[src/verilog/rv_ctrl_pkg.sv]
// pipeline control definitions
`default_nettype none

package rv_ctrl_pkg;

  typedef logic [3:0] alu_op_t;
  typedef logic [1:0] wsrc_t;
  typedef logic [1:0] src_sel_t;
  typedef logic [2:0] exc_t;

  localparam alu_op_t ALU_ADD  = 4'd0;
  localparam alu_op_t ALU_SUB  = 4'd1;
  localparam alu_op_t ALU_SLL  = 4'd2;
  localparam alu_op_t ALU_SRL  = 4'd3;
  localparam alu_op_t ALU_SRA  = 4'd4;
  localparam alu_op_t ALU_AND  = 4'd5;
  localparam alu_op_t ALU_OR   = 4'd6;
  localparam alu_op_t ALU_XOR  = 4'd7;
  localparam alu_op_t ALU_SLT  = 4'd8;
  localparam alu_op_t ALU_SLTU = 4'd9;

  // write-back source
  localparam wsrc_t WSRC_ALU  = 2'd0;
  localparam wsrc_t WSRC_LINK = 2'd1;
  localparam wsrc_t WSRC_UIMM = 2'd2;

  // operand a picks reg or pc, operand b picks reg or imm
  localparam src_sel_t SRC_A_REG = 2'd0;
  localparam src_sel_t SRC_A_PC  = 2'd1;
  localparam src_sel_t SRC_B_REG = 2'd0;
  localparam src_sel_t SRC_B_IMM = 2'd1;

  localparam exc_t EXC_NONE    = 3'd0;
  localparam exc_t EXC_ILLEGAL = 3'd1;
  localparam exc_t EXC_ECALL   = 3'd2;
  localparam exc_t EXC_EBREAK  = 3'd3;
  localparam exc_t EXC_HALT    = 3'd4;

endpackage

`default_nettype wire

[src/verilog/rv_isa_pkg.sv]
// rv32i instruction set definitions
`default_nettype none

package rv_isa_pkg;

  localparam int XLEN      = 32;
  localparam int REG_AW    = 5;
  localparam int NUM_REGS  = 32;
  localparam int OPCODE_W  = 7;
  localparam int FUNCT3_W  = 3;
  localparam int FUNCT7_W  = 7;
  localparam int FUNCT12_W = 12;

  typedef logic [XLEN-1:0]      word_t;
  typedef logic [XLEN-1:0]      instr_t;
  typedef logic [REG_AW-1:0]    reg_addr_t;
  typedef logic [OPCODE_W-1:0]  opcode_t;
  typedef logic [FUNCT3_W-1:0]  funct3_t;
  typedef logic [FUNCT7_W-1:0]  funct7_t;
  typedef logic [FUNCT12_W-1:0] funct12_t;

  // major opcodes
  localparam opcode_t LUI     = 7'b0110111;
  localparam opcode_t AUIPC   = 7'b0010111;
  localparam opcode_t JAL     = 7'b1101111;
  localparam opcode_t JALR    = 7'b1100111;
  localparam opcode_t BRANCH  = 7'b1100011;
  localparam opcode_t LOAD    = 7'b0000011;
  localparam opcode_t STORE   = 7'b0100011;
  localparam opcode_t IMMED   = 7'b0010011;
  localparam opcode_t REGREG  = 7'b0110011;
  localparam opcode_t MISCMEM = 7'b0001111;
  localparam opcode_t SYSTEM  = 7'b1110011;

  // alu minor codes, shared by IMMED and REGREG
  localparam funct3_t F3_ADD  = 3'b000;
  localparam funct3_t F3_SLL  = 3'b001;
  localparam funct3_t F3_SLT  = 3'b010;
  localparam funct3_t F3_SLTU = 3'b011;
  localparam funct3_t F3_XOR  = 3'b100;
  localparam funct3_t F3_SR   = 3'b101;
  localparam funct3_t F3_OR   = 3'b110;
  localparam funct3_t F3_AND  = 3'b111;

  // branch conditions
  localparam funct3_t F3_BEQ  = 3'b000;
  localparam funct3_t F3_BNE  = 3'b001;
  localparam funct3_t F3_BLT  = 3'b100;
  localparam funct3_t F3_BGE  = 3'b101;
  localparam funct3_t F3_BLTU = 3'b110;
  localparam funct3_t F3_BGEU = 3'b111;

  // system minor codes
  localparam funct3_t  F3_PRIV    = 3'b000;
  localparam funct12_t F12_ECALL  = 12'h000;
  localparam funct12_t F12_EBREAK = 12'h001;

  // funct7 values legal for REGREG
  localparam funct7_t F7_BASE = 7'b0000000;
  localparam funct7_t F7_ALT  = 7'b0100000;

endpackage

`default_nettype wire

[src/verilog/rv_stage_if.sv]
// stage to stage buses
`timescale 1ns/1ps
`default_nettype none

// decode to operand read
interface dec_bus_if;
  import rv_isa_pkg::*;
  import rv_ctrl_pkg::*;

  logic      valid;
  word_t     pc;
  reg_addr_t rs1, rs2, rd;
  logic      wen;
  word_t     imm;
  src_sel_t  src_a_sel, src_b_sel;
  alu_op_t   alu_op;
  wsrc_t     wsrc;
  logic      branch, jump, jalr;
  funct3_t   branch_type;
  exc_t      exc;

  modport dec (output valid, pc, rs1, rs2, rd, wen, imm, src_a_sel, src_b_sel,
               alu_op, wsrc, branch, branch_type, jump, jalr, exc);
  modport opr (input valid, pc, rs1, rs2, rd, wen, imm, src_a_sel, src_b_sel,
               alu_op, wsrc, branch, branch_type, jump, jalr, exc);
endinterface

// operand read to execute, operands already resolved
interface exe_bus_if;
  import rv_isa_pkg::*;
  import rv_ctrl_pkg::*;

  logic      valid;
  word_t     pc;
  reg_addr_t rd;
  logic      wen;
  word_t     imm;
  word_t     op_a, op_b;
  word_t     rs1_val, rs2_val;
  alu_op_t   alu_op;
  wsrc_t     wsrc;
  logic      branch, jump, jalr;
  funct3_t   branch_type;
  exc_t      exc;

  modport opr (output valid, pc, rd, wen, imm, op_a, op_b, rs1_val, rs2_val,
               alu_op, wsrc, branch, branch_type, jump, jalr, exc);
  modport exe (input valid, pc, rd, wen, imm, op_a, op_b, rs1_val, rs2_val,
               alu_op, wsrc, branch, branch_type, jump, jalr, exc);
endinterface

`default_nettype wire
[src/verilog/rv_core_pipe.sv]
// three stage rv32i execution pipeline
`timescale 1ns/1ps
`default_nettype none

module rv_core_pipe #(
  parameter bit HALT_ON_SELF_JUMP = 1'b1
) (
  input  logic                  clk_i,
  input  logic                  reset_i,
  input  logic                  instr_valid_i,
  input  rv_isa_pkg::instr_t    instr_i,
  input  rv_isa_pkg::word_t     pc_i,
  output logic                  wb_valid_o,
  output logic                  wb_we_o,
  output rv_isa_pkg::reg_addr_t wb_rd_o,
  output rv_isa_pkg::word_t     wb_data_o,
  output logic                  redirect_valid_o,
  output rv_isa_pkg::word_t     redirect_pc_o,
  output rv_ctrl_pkg::exc_t     exc_o
);
  import rv_isa_pkg::*;

  // execute to operand read forwarding
  logic      fwd_valid;
  reg_addr_t fwd_rd;
  word_t     fwd_data;

  dec_bus_if dec_bus ();
  exe_bus_if exe_bus ();

  rv_decode #(
    .HALT_ON_SELF_JUMP (HALT_ON_SELF_JUMP)
  ) u_decode (
    .clk_i         (clk_i),
    .reset_i       (reset_i),
    .instr_valid_i (instr_valid_i),
    .instr_i       (instr_i),
    .pc_i          (pc_i),
    .dec           (dec_bus)
  );

  // write-back comes from the result register outputs
  rv_operand_read u_operand_read (
    .clk_i       (clk_i),
    .reset_i     (reset_i),
    .dec         (dec_bus),
    .exe         (exe_bus),
    .wb_we_i     (wb_we_o),
    .wb_rd_i     (wb_rd_o),
    .wb_data_i   (wb_data_o),
    .fwd_valid_i (fwd_valid),
    .fwd_rd_i    (fwd_rd),
    .fwd_data_i  (fwd_data)
  );

  rv_execute u_execute (
    .clk_i            (clk_i),
    .reset_i          (reset_i),
    .exe              (exe_bus),
    .fwd_valid_o      (fwd_valid),
    .fwd_rd_o         (fwd_rd),
    .fwd_data_o       (fwd_data),
    .wb_valid_o       (wb_valid_o),
    .wb_we_o          (wb_we_o),
    .wb_rd_o          (wb_rd_o),
    .wb_data_o        (wb_data_o),
    .redirect_valid_o (redirect_valid_o),
    .redirect_pc_o    (redirect_pc_o),
    .exc_o            (exc_o)
  );

endmodule

`default_nettype wire

[src/verilog/rv_decode.sv]
// rv32i decode stage
`timescale 1ns/1ps
`default_nettype none

module rv_decode #(
  parameter bit HALT_ON_SELF_JUMP = 1'b1
) (
  input  logic               clk_i,
  input  logic               reset_i,
  input  logic               instr_valid_i,
  input  rv_isa_pkg::instr_t instr_i,
  input  rv_isa_pkg::word_t  pc_i,
  dec_bus_if.dec             dec
);
  import rv_isa_pkg::*;
  import rv_ctrl_pkg::*;

  opcode_t  opcode;
  funct3_t  funct3;
  funct7_t  funct7;
  funct12_t funct12;
  word_t    imm_i, imm_s, imm_b, imm_u, imm_j, imm;
  logic     alu_imm, alu_reg;
  logic     wen, illegal, is_ecall, is_ebreak, is_halt;
  src_sel_t src_a_sel, src_b_sel;
  wsrc_t    wsrc;
  alu_op_t  alu_op;
  exc_t     exc;

  // instruction fields
  assign opcode  = instr_i[6:0];
  assign funct3  = instr_i[14:12];
  assign funct7  = instr_i[31:25];
  assign funct12 = instr_i[31:20];

  // immediates, all sign extended except U
  assign imm_i = {{20{instr_i[31]}}, instr_i[31:20]};
  assign imm_s = {{20{instr_i[31]}}, instr_i[31:25], instr_i[11:7]};
  assign imm_b = {{19{instr_i[31]}}, instr_i[31], instr_i[7], instr_i[30:25],
                  instr_i[11:8], 1'b0};
  assign imm_u = {instr_i[31:12], 12'b0};
  assign imm_j = {{11{instr_i[31]}}, instr_i[31], instr_i[19:12], instr_i[20],
                  instr_i[30:21], 1'b0};

  always_comb begin
    case (opcode)
      STORE:       imm = imm_s;
      BRANCH:      imm = imm_b;
      LUI, AUIPC:  imm = imm_u;
      JAL:         imm = imm_j;
      default:     imm = imm_i;
    endcase
  end

  // loads and stores write nothing here
  always_comb begin
    case (opcode)
      IMMED, REGREG, LUI, AUIPC, JAL, JALR: wen = 1'b1;
      default:                              wen = 1'b0;
    endcase
  end

  assign src_a_sel = (opcode == AUIPC) ? SRC_A_PC : SRC_A_REG;
  assign src_b_sel = (opcode == REGREG || opcode == BRANCH) ? SRC_B_REG : SRC_B_IMM;

  always_comb begin
    case (opcode)
      JAL, JALR: wsrc = WSRC_LINK;
      LUI:       wsrc = WSRC_UIMM;
      default:   wsrc = WSRC_ALU;
    endcase
  end

  // alu op from funct3, bit 30 picks sub and sra
  assign alu_imm = (opcode == IMMED);
  assign alu_reg = (opcode == REGREG);

  always_comb begin
    alu_op = ALU_ADD;
    if (alu_imm || alu_reg) begin
      case (funct3)
        F3_ADD:  alu_op = (alu_reg && instr_i[30]) ? ALU_SUB : ALU_ADD;
        F3_SLL:  alu_op = ALU_SLL;
        F3_SLT:  alu_op = ALU_SLT;
        F3_SLTU: alu_op = ALU_SLTU;
        F3_XOR:  alu_op = ALU_XOR;
        F3_SR:   alu_op = instr_i[30] ? ALU_SRA : ALU_SRL;
        F3_OR:   alu_op = ALU_OR;
        default: alu_op = ALU_AND;
      endcase
    end
  end

  assign is_ecall  = (opcode == SYSTEM) && (funct3 == F3_PRIV) && (funct12 == F12_ECALL);
  assign is_ebreak = (opcode == SYSTEM) && (funct3 == F3_PRIV) && (funct12 == F12_EBREAK);
  // jal to itself, used to end a program
  assign is_halt   = HALT_ON_SELF_JUMP && (opcode == JAL) && (imm_j == '0);

  always_comb begin
    case (opcode)
      REGREG:  illegal = !(funct7 == F7_BASE ||
                           (funct7 == F7_ALT && (funct3 == F3_ADD || funct3 == F3_SR)));
      // no csr support, only ecall and ebreak
      SYSTEM:  illegal = !(is_ecall || is_ebreak);
      LUI, AUIPC, JAL, JALR, BRANCH,
      LOAD, STORE, IMMED, MISCMEM: illegal = 1'b0;
      default: illegal = 1'b1;
    endcase
  end

  always_comb begin
    if (illegal)        exc = EXC_ILLEGAL;
    else if (is_ecall)  exc = EXC_ECALL;
    else if (is_ebreak) exc = EXC_EBREAK;
    else if (is_halt)   exc = EXC_HALT;
    else                exc = EXC_NONE;
  end

  always_ff @(posedge clk_i) begin
    if (reset_i) begin
      dec.valid <= 1'b0;
    end else begin
      dec.valid <= instr_valid_i;
    end
  end

  always_ff @(posedge clk_i) begin
    dec.pc          <= pc_i;
    dec.rs1         <= instr_i[19:15];
    dec.rs2         <= instr_i[24:20];
    dec.rd          <= instr_i[11:7];
    dec.wen         <= wen && (exc == EXC_NONE);
    dec.imm         <= imm;
    dec.src_a_sel   <= src_a_sel;
    dec.src_b_sel   <= src_b_sel;
    dec.alu_op      <= alu_op;
    dec.wsrc        <= wsrc;
    dec.branch      <= (opcode == BRANCH);
    dec.branch_type <= funct3;
    dec.jump        <= (opcode == JAL) || (opcode == JALR);
    dec.jalr        <= (opcode == JALR);
    dec.exc         <= exc;
  end

  a_no_wen_on_exc: assert property (@(posedge clk_i) disable iff (reset_i)
    dec.valid |-> !(dec.wen && dec.exc != EXC_NONE));

endmodule

`default_nettype wire

[src/verilog/rv_execute.sv]
// alu, branch and result register
`timescale 1ns/1ps
`default_nettype none

module rv_execute (
  input  logic                  clk_i,
  input  logic                  reset_i,
  exe_bus_if.exe                exe,
  output logic                  fwd_valid_o,
  output rv_isa_pkg::reg_addr_t fwd_rd_o,
  output rv_isa_pkg::word_t     fwd_data_o,
  output logic                  wb_valid_o,
  output logic                  wb_we_o,
  output rv_isa_pkg::reg_addr_t wb_rd_o,
  output rv_isa_pkg::word_t     wb_data_o,
  output logic                  redirect_valid_o,
  output rv_isa_pkg::word_t     redirect_pc_o,
  output rv_ctrl_pkg::exc_t     exc_o
);
  import rv_isa_pkg::*;
  import rv_ctrl_pkg::*;

  word_t      alu_res, wdata, target, jalr_sum;
  logic [4:0] shamt;
  logic       cond, taken;

  assign shamt = exe.op_b[4:0];

  always_comb begin
    case (exe.alu_op)
      ALU_SUB:  alu_res = exe.op_a - exe.op_b;
      ALU_SLL:  alu_res = exe.op_a << shamt;
      ALU_SRL:  alu_res = exe.op_a >> shamt;
      ALU_SRA:  alu_res = word_t'($signed(exe.op_a) >>> shamt);
      ALU_AND:  alu_res = exe.op_a & exe.op_b;
      ALU_OR:   alu_res = exe.op_a | exe.op_b;
      ALU_XOR:  alu_res = exe.op_a ^ exe.op_b;
      ALU_SLT:  alu_res = {31'b0, $signed(exe.op_a) < $signed(exe.op_b)};
      ALU_SLTU: alu_res = {31'b0, exe.op_a < exe.op_b};
      default:  alu_res = exe.op_a + exe.op_b;
    endcase
  end

  always_comb begin
    case (exe.wsrc)
      WSRC_LINK: wdata = exe.pc + 32'd4;
      WSRC_UIMM: wdata = exe.imm;
      default:   wdata = alu_res;
    endcase
  end

  // branch compare works on the raw register values
  always_comb begin
    case (exe.branch_type)
      F3_BEQ:  cond = (exe.rs1_val == exe.rs2_val);
      F3_BNE:  cond = (exe.rs1_val != exe.rs2_val);
      F3_BLT:  cond = ($signed(exe.rs1_val) < $signed(exe.rs2_val));
      F3_BGE:  cond = ($signed(exe.rs1_val) >= $signed(exe.rs2_val));
      F3_BLTU: cond = (exe.rs1_val < exe.rs2_val);
      F3_BGEU: cond = (exe.rs1_val >= exe.rs2_val);
      default: cond = 1'b0;
    endcase
  end

  assign taken    = exe.jump || (exe.branch && cond);
  assign jalr_sum = exe.rs1_val + exe.imm;
  assign target   = exe.jalr ? {jalr_sum[31:1], 1'b0} : exe.pc + exe.imm;

  // unregistered result for the instruction right behind
  assign fwd_valid_o = exe.valid && exe.wen;
  assign fwd_rd_o    = exe.rd;
  assign fwd_data_o  = wdata;

  always_ff @(posedge clk_i) begin
    if (reset_i) begin
      wb_valid_o       <= 1'b0;
      wb_we_o          <= 1'b0;
      redirect_valid_o <= 1'b0;
      exc_o            <= EXC_NONE;
    end else begin
      wb_valid_o       <= exe.valid;
      wb_we_o          <= exe.valid && exe.wen;
      redirect_valid_o <= exe.valid && taken;
      exc_o            <= exe.valid ? exe.exc : EXC_NONE;
    end
  end

  always_ff @(posedge clk_i) begin
    wb_rd_o       <= exe.rd;
    wb_data_o     <= wdata;
    redirect_pc_o <= target;
  end

  a_redirect_has_result: assert property (@(posedge clk_i) disable iff (reset_i)
    redirect_valid_o |-> wb_valid_o);

endmodule

`default_nettype wire

[src/verilog/rv_operand_read.sv]
// register file and operand read stage
`timescale 1ns/1ps
`default_nettype none

module rv_operand_read (
  input  logic                  clk_i,
  input  logic                  reset_i,
  dec_bus_if.opr                dec,
  exe_bus_if.opr                exe,
  input  logic                  wb_we_i,
  input  rv_isa_pkg::reg_addr_t wb_rd_i,
  input  rv_isa_pkg::word_t     wb_data_i,
  input  logic                  fwd_valid_i,
  input  rv_isa_pkg::reg_addr_t fwd_rd_i,
  input  rv_isa_pkg::word_t     fwd_data_i
);
  import rv_isa_pkg::*;
  import rv_ctrl_pkg::*;

  word_t regs [NUM_REGS];
  word_t rs1_val, rs2_val;
  word_t op_a, op_b;

  // execute result first, then result register, then the file
  function automatic word_t read_operand(reg_addr_t addr);
    word_t val;
    if (addr == '0) begin
      val = '0;
    end else if (fwd_valid_i && fwd_rd_i == addr) begin
      val = fwd_data_i;
    end else if (wb_we_i && wb_rd_i == addr) begin
      val = wb_data_i;
    end else begin
      val = regs[addr];
    end
    return val;
  endfunction

  always_ff @(posedge clk_i) begin
    if (reset_i) begin
      for (int i = 0; i < NUM_REGS; i++) begin
        regs[i] <= '0;
      end
    end else if (wb_we_i && wb_rd_i != '0) begin
      regs[wb_rd_i] <= wb_data_i;
    end
  end

  always_comb begin
    rs1_val = read_operand(dec.rs1);
    rs2_val = read_operand(dec.rs2);
  end

  assign op_a = (dec.src_a_sel == SRC_A_PC) ? dec.pc : rs1_val;
  assign op_b = (dec.src_b_sel == SRC_B_IMM) ? dec.imm : rs2_val;

  always_ff @(posedge clk_i) begin
    if (reset_i) begin
      exe.valid <= 1'b0;
    end else begin
      exe.valid <= dec.valid;
    end
  end

  always_ff @(posedge clk_i) begin
    exe.pc          <= dec.pc;
    exe.rd          <= dec.rd;
    exe.wen         <= dec.wen;
    exe.imm         <= dec.imm;
    exe.op_a        <= op_a;
    exe.op_b        <= op_b;
    exe.rs1_val     <= rs1_val;
    exe.rs2_val     <= rs2_val;
    exe.alu_op      <= dec.alu_op;
    exe.wsrc        <= dec.wsrc;
    exe.branch      <= dec.branch;
    exe.branch_type <= dec.branch_type;
    exe.jump        <= dec.jump;
    exe.jalr        <= dec.jalr;
    exe.exc         <= dec.exc;
  end

  // x0 must survive any write-back
  a_x0_zero: assert property (@(posedge clk_i) disable iff (reset_i)
    regs[0] == '0);

endmodule

`default_nettype wire

[config.mk]
export PLATFORM = sky130hd
export DESIGN_NAME = rv_core_pipe
export DESIGN_NICKNAME = d
export VERILOG_FILES = /design/src/verilog/rv_ctrl_pkg.sv /design/src/verilog/rv_isa_pkg.sv /design/src/verilog/rv_stage_if.sv /design/src/verilog/rv_core_pipe.sv /design/src/verilog/rv_decode.sv /design/src/verilog/rv_execute.sv /design/src/verilog/rv_operand_read.sv
export SDC_FILE = /design/constraint.sdc
export NUM_CORES = 2
export LEC_CHECK = 0
export BUFFER_PORTS_ARGS = -buffer_cell sky130_fd_sc_hd__clkbuf_2
export CORE_MARGIN = 8
export CORE_UTILIZATION = 50
export CTS_BUF_LIST = sky130_fd_sc_hd__clkbuf_2 sky130_fd_sc_hd__clkbuf_4 sky130_fd_sc_hd__clkbuf_8
export DETAILED_ROUTE_END_ITERATION = 12
export GPL_TIMING_DRIVEN = 0
export PLACE_DENSITY_LB_ADDON = 0.2
export SLEW_MARGIN = 20
export SYNTH_ARGS = -nofsm -noshare
export SYNTH_HDL_FRONTEND = slang
export SYNTH_HIERARCHICAL = 1
export SYNTH_SLANG_ARGS = --single-unit
[constraint.sdc]
create_clock -name clk_i -period 6.25 [get_ports clk_i]
set_clock_uncertainty 0.1 [all_clocks]
set_input_delay 0 -clock clk_i [delete_from_list [all_inputs] [get_ports clk_i]]
set_output_delay 0 -clock clk_i [all_outputs]
set_load 0.01 [all_outputs]
==> impl_metrics.json <==
{
  "status": "finished, violations left",
  "violations": "setup timing",
  "htree_levels": 4,
  "dieArea_um2": 173000,
  "ys_warn_count": 6,
  "yosysMostFrequentCell": "and2_1",
  "cts_tree": "built",
  "start_util_pct": 50.1,
  "wire_per_inst_um": 40.5,
  "synthCells": 6558,
  "antenna_found_initial": 57,
  "grt.busiest_layer": "met2",
  "grt_pass1_vias": 63026,
  "arrival_ns": 7.19,
  "netlist_top_cells_count": "and2_1, edfxtp_1, mux4_2",
  "netlist.area_leader.share_pct": 38.4,
  "vdd_drop_max_v": 0.000256,
  "max_slew.worst_pin.slew_ns": 1.30,
  "fin_crit_ns": 6.42,
  "critical_path_class": "reg -> reg",
  "drt_first_pass_iters": 8,
  "clk_latency_ns": 1.04,
  "num_vias": 66168,
  "dp_worst_setup_slack_ns": -1.41,
  "grt_first_pass_wirelength_um": 511000,
  "power.density_nw_per_um2": 292,
  "finalSetupViolCount": 4,
  "synth-edff-count": 1024,
  "cp-end-kind": "register",
  "place_congestion": 1.09,
  "fin_ws_ns": -0.166,
  "core_area_um2": 160000,
  "syn-cell-area_um2": 80100,
  "ys_seq_elements": 1411,
  "via_per_inst": 6.97,
  "cp_max_fo": 10,
  "drc": 0,
  "leakage_nw": 35.1,
  "synthTopCellsByArea": "edfxtp_1, mux4_2, dfxtp_1",
  "syn_area_per_cell_um2": 12.2,
  "min_path_type": "in -> reg",
  "layout_worst_path_cycle_share_pct": 103,
  "drv_cap": 0,
  "hpwl_um": 286000,
  "drtIter0Drc": 10011,
  "grt_util_met1_pct": 48.2,
  "largest-register": "u_operand_read/regs",
  "fill_cells": 13453,
  "worstPathRequired_ns": 7.02,
  "nNetsFinal": 7420,
  "die_w_um": 416,
  "grt_util_met2_pct": 64.0,
  "row_count": 147,
  "finalHoldViolations": 0,
  "ant_nets": 0,
  "cts_root_buf": "clkbuf_8",
  "grt_max_degree": 33,
  "yosysTopAreaCell": "edfxtp_1",
  "register_area_um2": 38500,
  "overflow": 0,
  "worstSetupStartpointType": "register",
  "grt_usage_pct": 42.6,
  "groute.layer.met3.usage_pct": 14.5,
  "io_pins": 142,
  "drv_slew": 0,
  "fin_total_pwr_mw": 26.6,
  "synthFlopType": "edfxtp_1",
  "async_flop_share_pct": 0,
  "yosysUniqueCellTypes": 117,
  "wirelength_um": 385000,
  "multi_input_area_um2": 39000,
  "die_h_um": 416,
  "clock-sinks": 1411,
  "synthToLayoutAreaGrowth_pct": 13.6,
  "ys_seq_area_share_pct": 48.0,
  "drive_gt1_share_pct": 20.8,
  "largest_register_ffs": 1024,
  "setup_tns_ns": -0.297,
  "io_buffer_count": 141,
  "clkSlewWorstSetupHoldPaths_ns": 0.08,
  "cts_made_buffers": 230,
  "cts_max_path_buffers": 3,
  "max_slew_margin_pct": 13.2,
  "fmax_mhz": 156
}
-- worst paths after layout --
check | cells after the start | start | end | slack, ns
worst max-delay path | 15 | u_operand_read/exe.op_b[2] | u_operand_read/exe.op_b[1] | -0.17
worst max register to register | 15 | u_operand_read/exe.op_b[2] | u_operand_read/exe.op_b[1] | -0.17
worst min register to register | 0 | u_decode/dec.imm[31] | u_operand_read/exe.imm[31] | 0.21
worst min-delay path | 4 | instr_i[3] | u_decode/dec.imm[11] | 0.04
-- per-stage QoR --
step	instance area (um2)	util [%]	std cells	hold slack, ns
global placement	83600	52.3	8817	0.00452
detailed placement	84100	52.6	8850	0.00394
global route	90900	56.9	9449	0.0434
finish	91000	57.0	9492	0.0420
floorplan	80300	-	6590	-0.0723
CTS	90500	56.6	9426	0.00532
-- cells in the final DEF (no fill, tap or decap), types with 158 or more instances in the layout --
cell,Yosys,final
and2_1,1025,1025
edfxtp_1,1024,1024
mux4_2,423,423
dfxtp_1,387,385
clkbuf_1,392,379
mux2i_1,320,320
a21oi_1,257,252
clkbuf_8,0,249
nor2_1,231,231
nand2_1,195,195
ha_1,193,193
o21ai_0,165,162
mux2_2,158,158
-- critical path, stage by stage (launching register included) --
cell      delay (ns)
dfxtp_2         0.50
clkbuf_4        0.29
buf_2           0.35
buf_2           0.41
buf_1           0.60
o21ai_0         0.32
a221oi_1        0.35
a21oi_1         0.16
a221o_1         0.32
o21ai_0         0.60
a21oi_1         0.48
nand2b_1        0.34
o31ai_1         0.53
or4_1           0.21
o21ai_2         0.25
mux2_2          0.42
-- final cells by class --
| class | count | share of cell area, % |
|---|---|---|
| multi-input combinational | 4417 | 42.8 |
| sequential | 1411 | 42.3 |
| clock buffer | 311 | 4.28 |
| buffer | 594 | 3.12 |
| timing repair buffer | 335 | 2.87 |
| tap | 2086 | 2.87 |
| clock inverter | 113 | 0.899 |
| inverter | 167 | 0.691 |
| antenna | 58 | 0.159 |
-- timing repair --
item,4_1_cts,5_1_grt
setup endpoints to repair,87,37
pin swaps,0,4
hold endpoints to repair,109,0
gates resized for setup,30,32
setup buffers,0,4
hold buffers,153,0
-- kinds of logic (layout without fill, tap and decap cells) --
group / count (synthesis) / in the layout / share of synthesized area, %
fa+ha+maj: 197 / 197 / 3.11
compound gates: 1336 / 1336 / 12.0
flops: 1411 / 1411 / 48.0
xor+xnor: 114 / 114 / 1.25
simple gates: 1825 / 1825 / 13.0
buf+inv: 762 / 1520 / 4.30
mux: 911 / 911 / 18.3
other cells: 2 / 92 / 0.00937
-- power breakdown --
part,internal (mW),switching (mW)
combinational,2.10,4.45
sequential,10.6,1.05
clock,4.39,3.99
-- metal layers --
metal,part of all wire [%],wire (um)
met5,0.029,111
met4,11,43500
met3,13,48100
met2,43,167000
met1,33,126000
(Power assumes the default switching activity.)
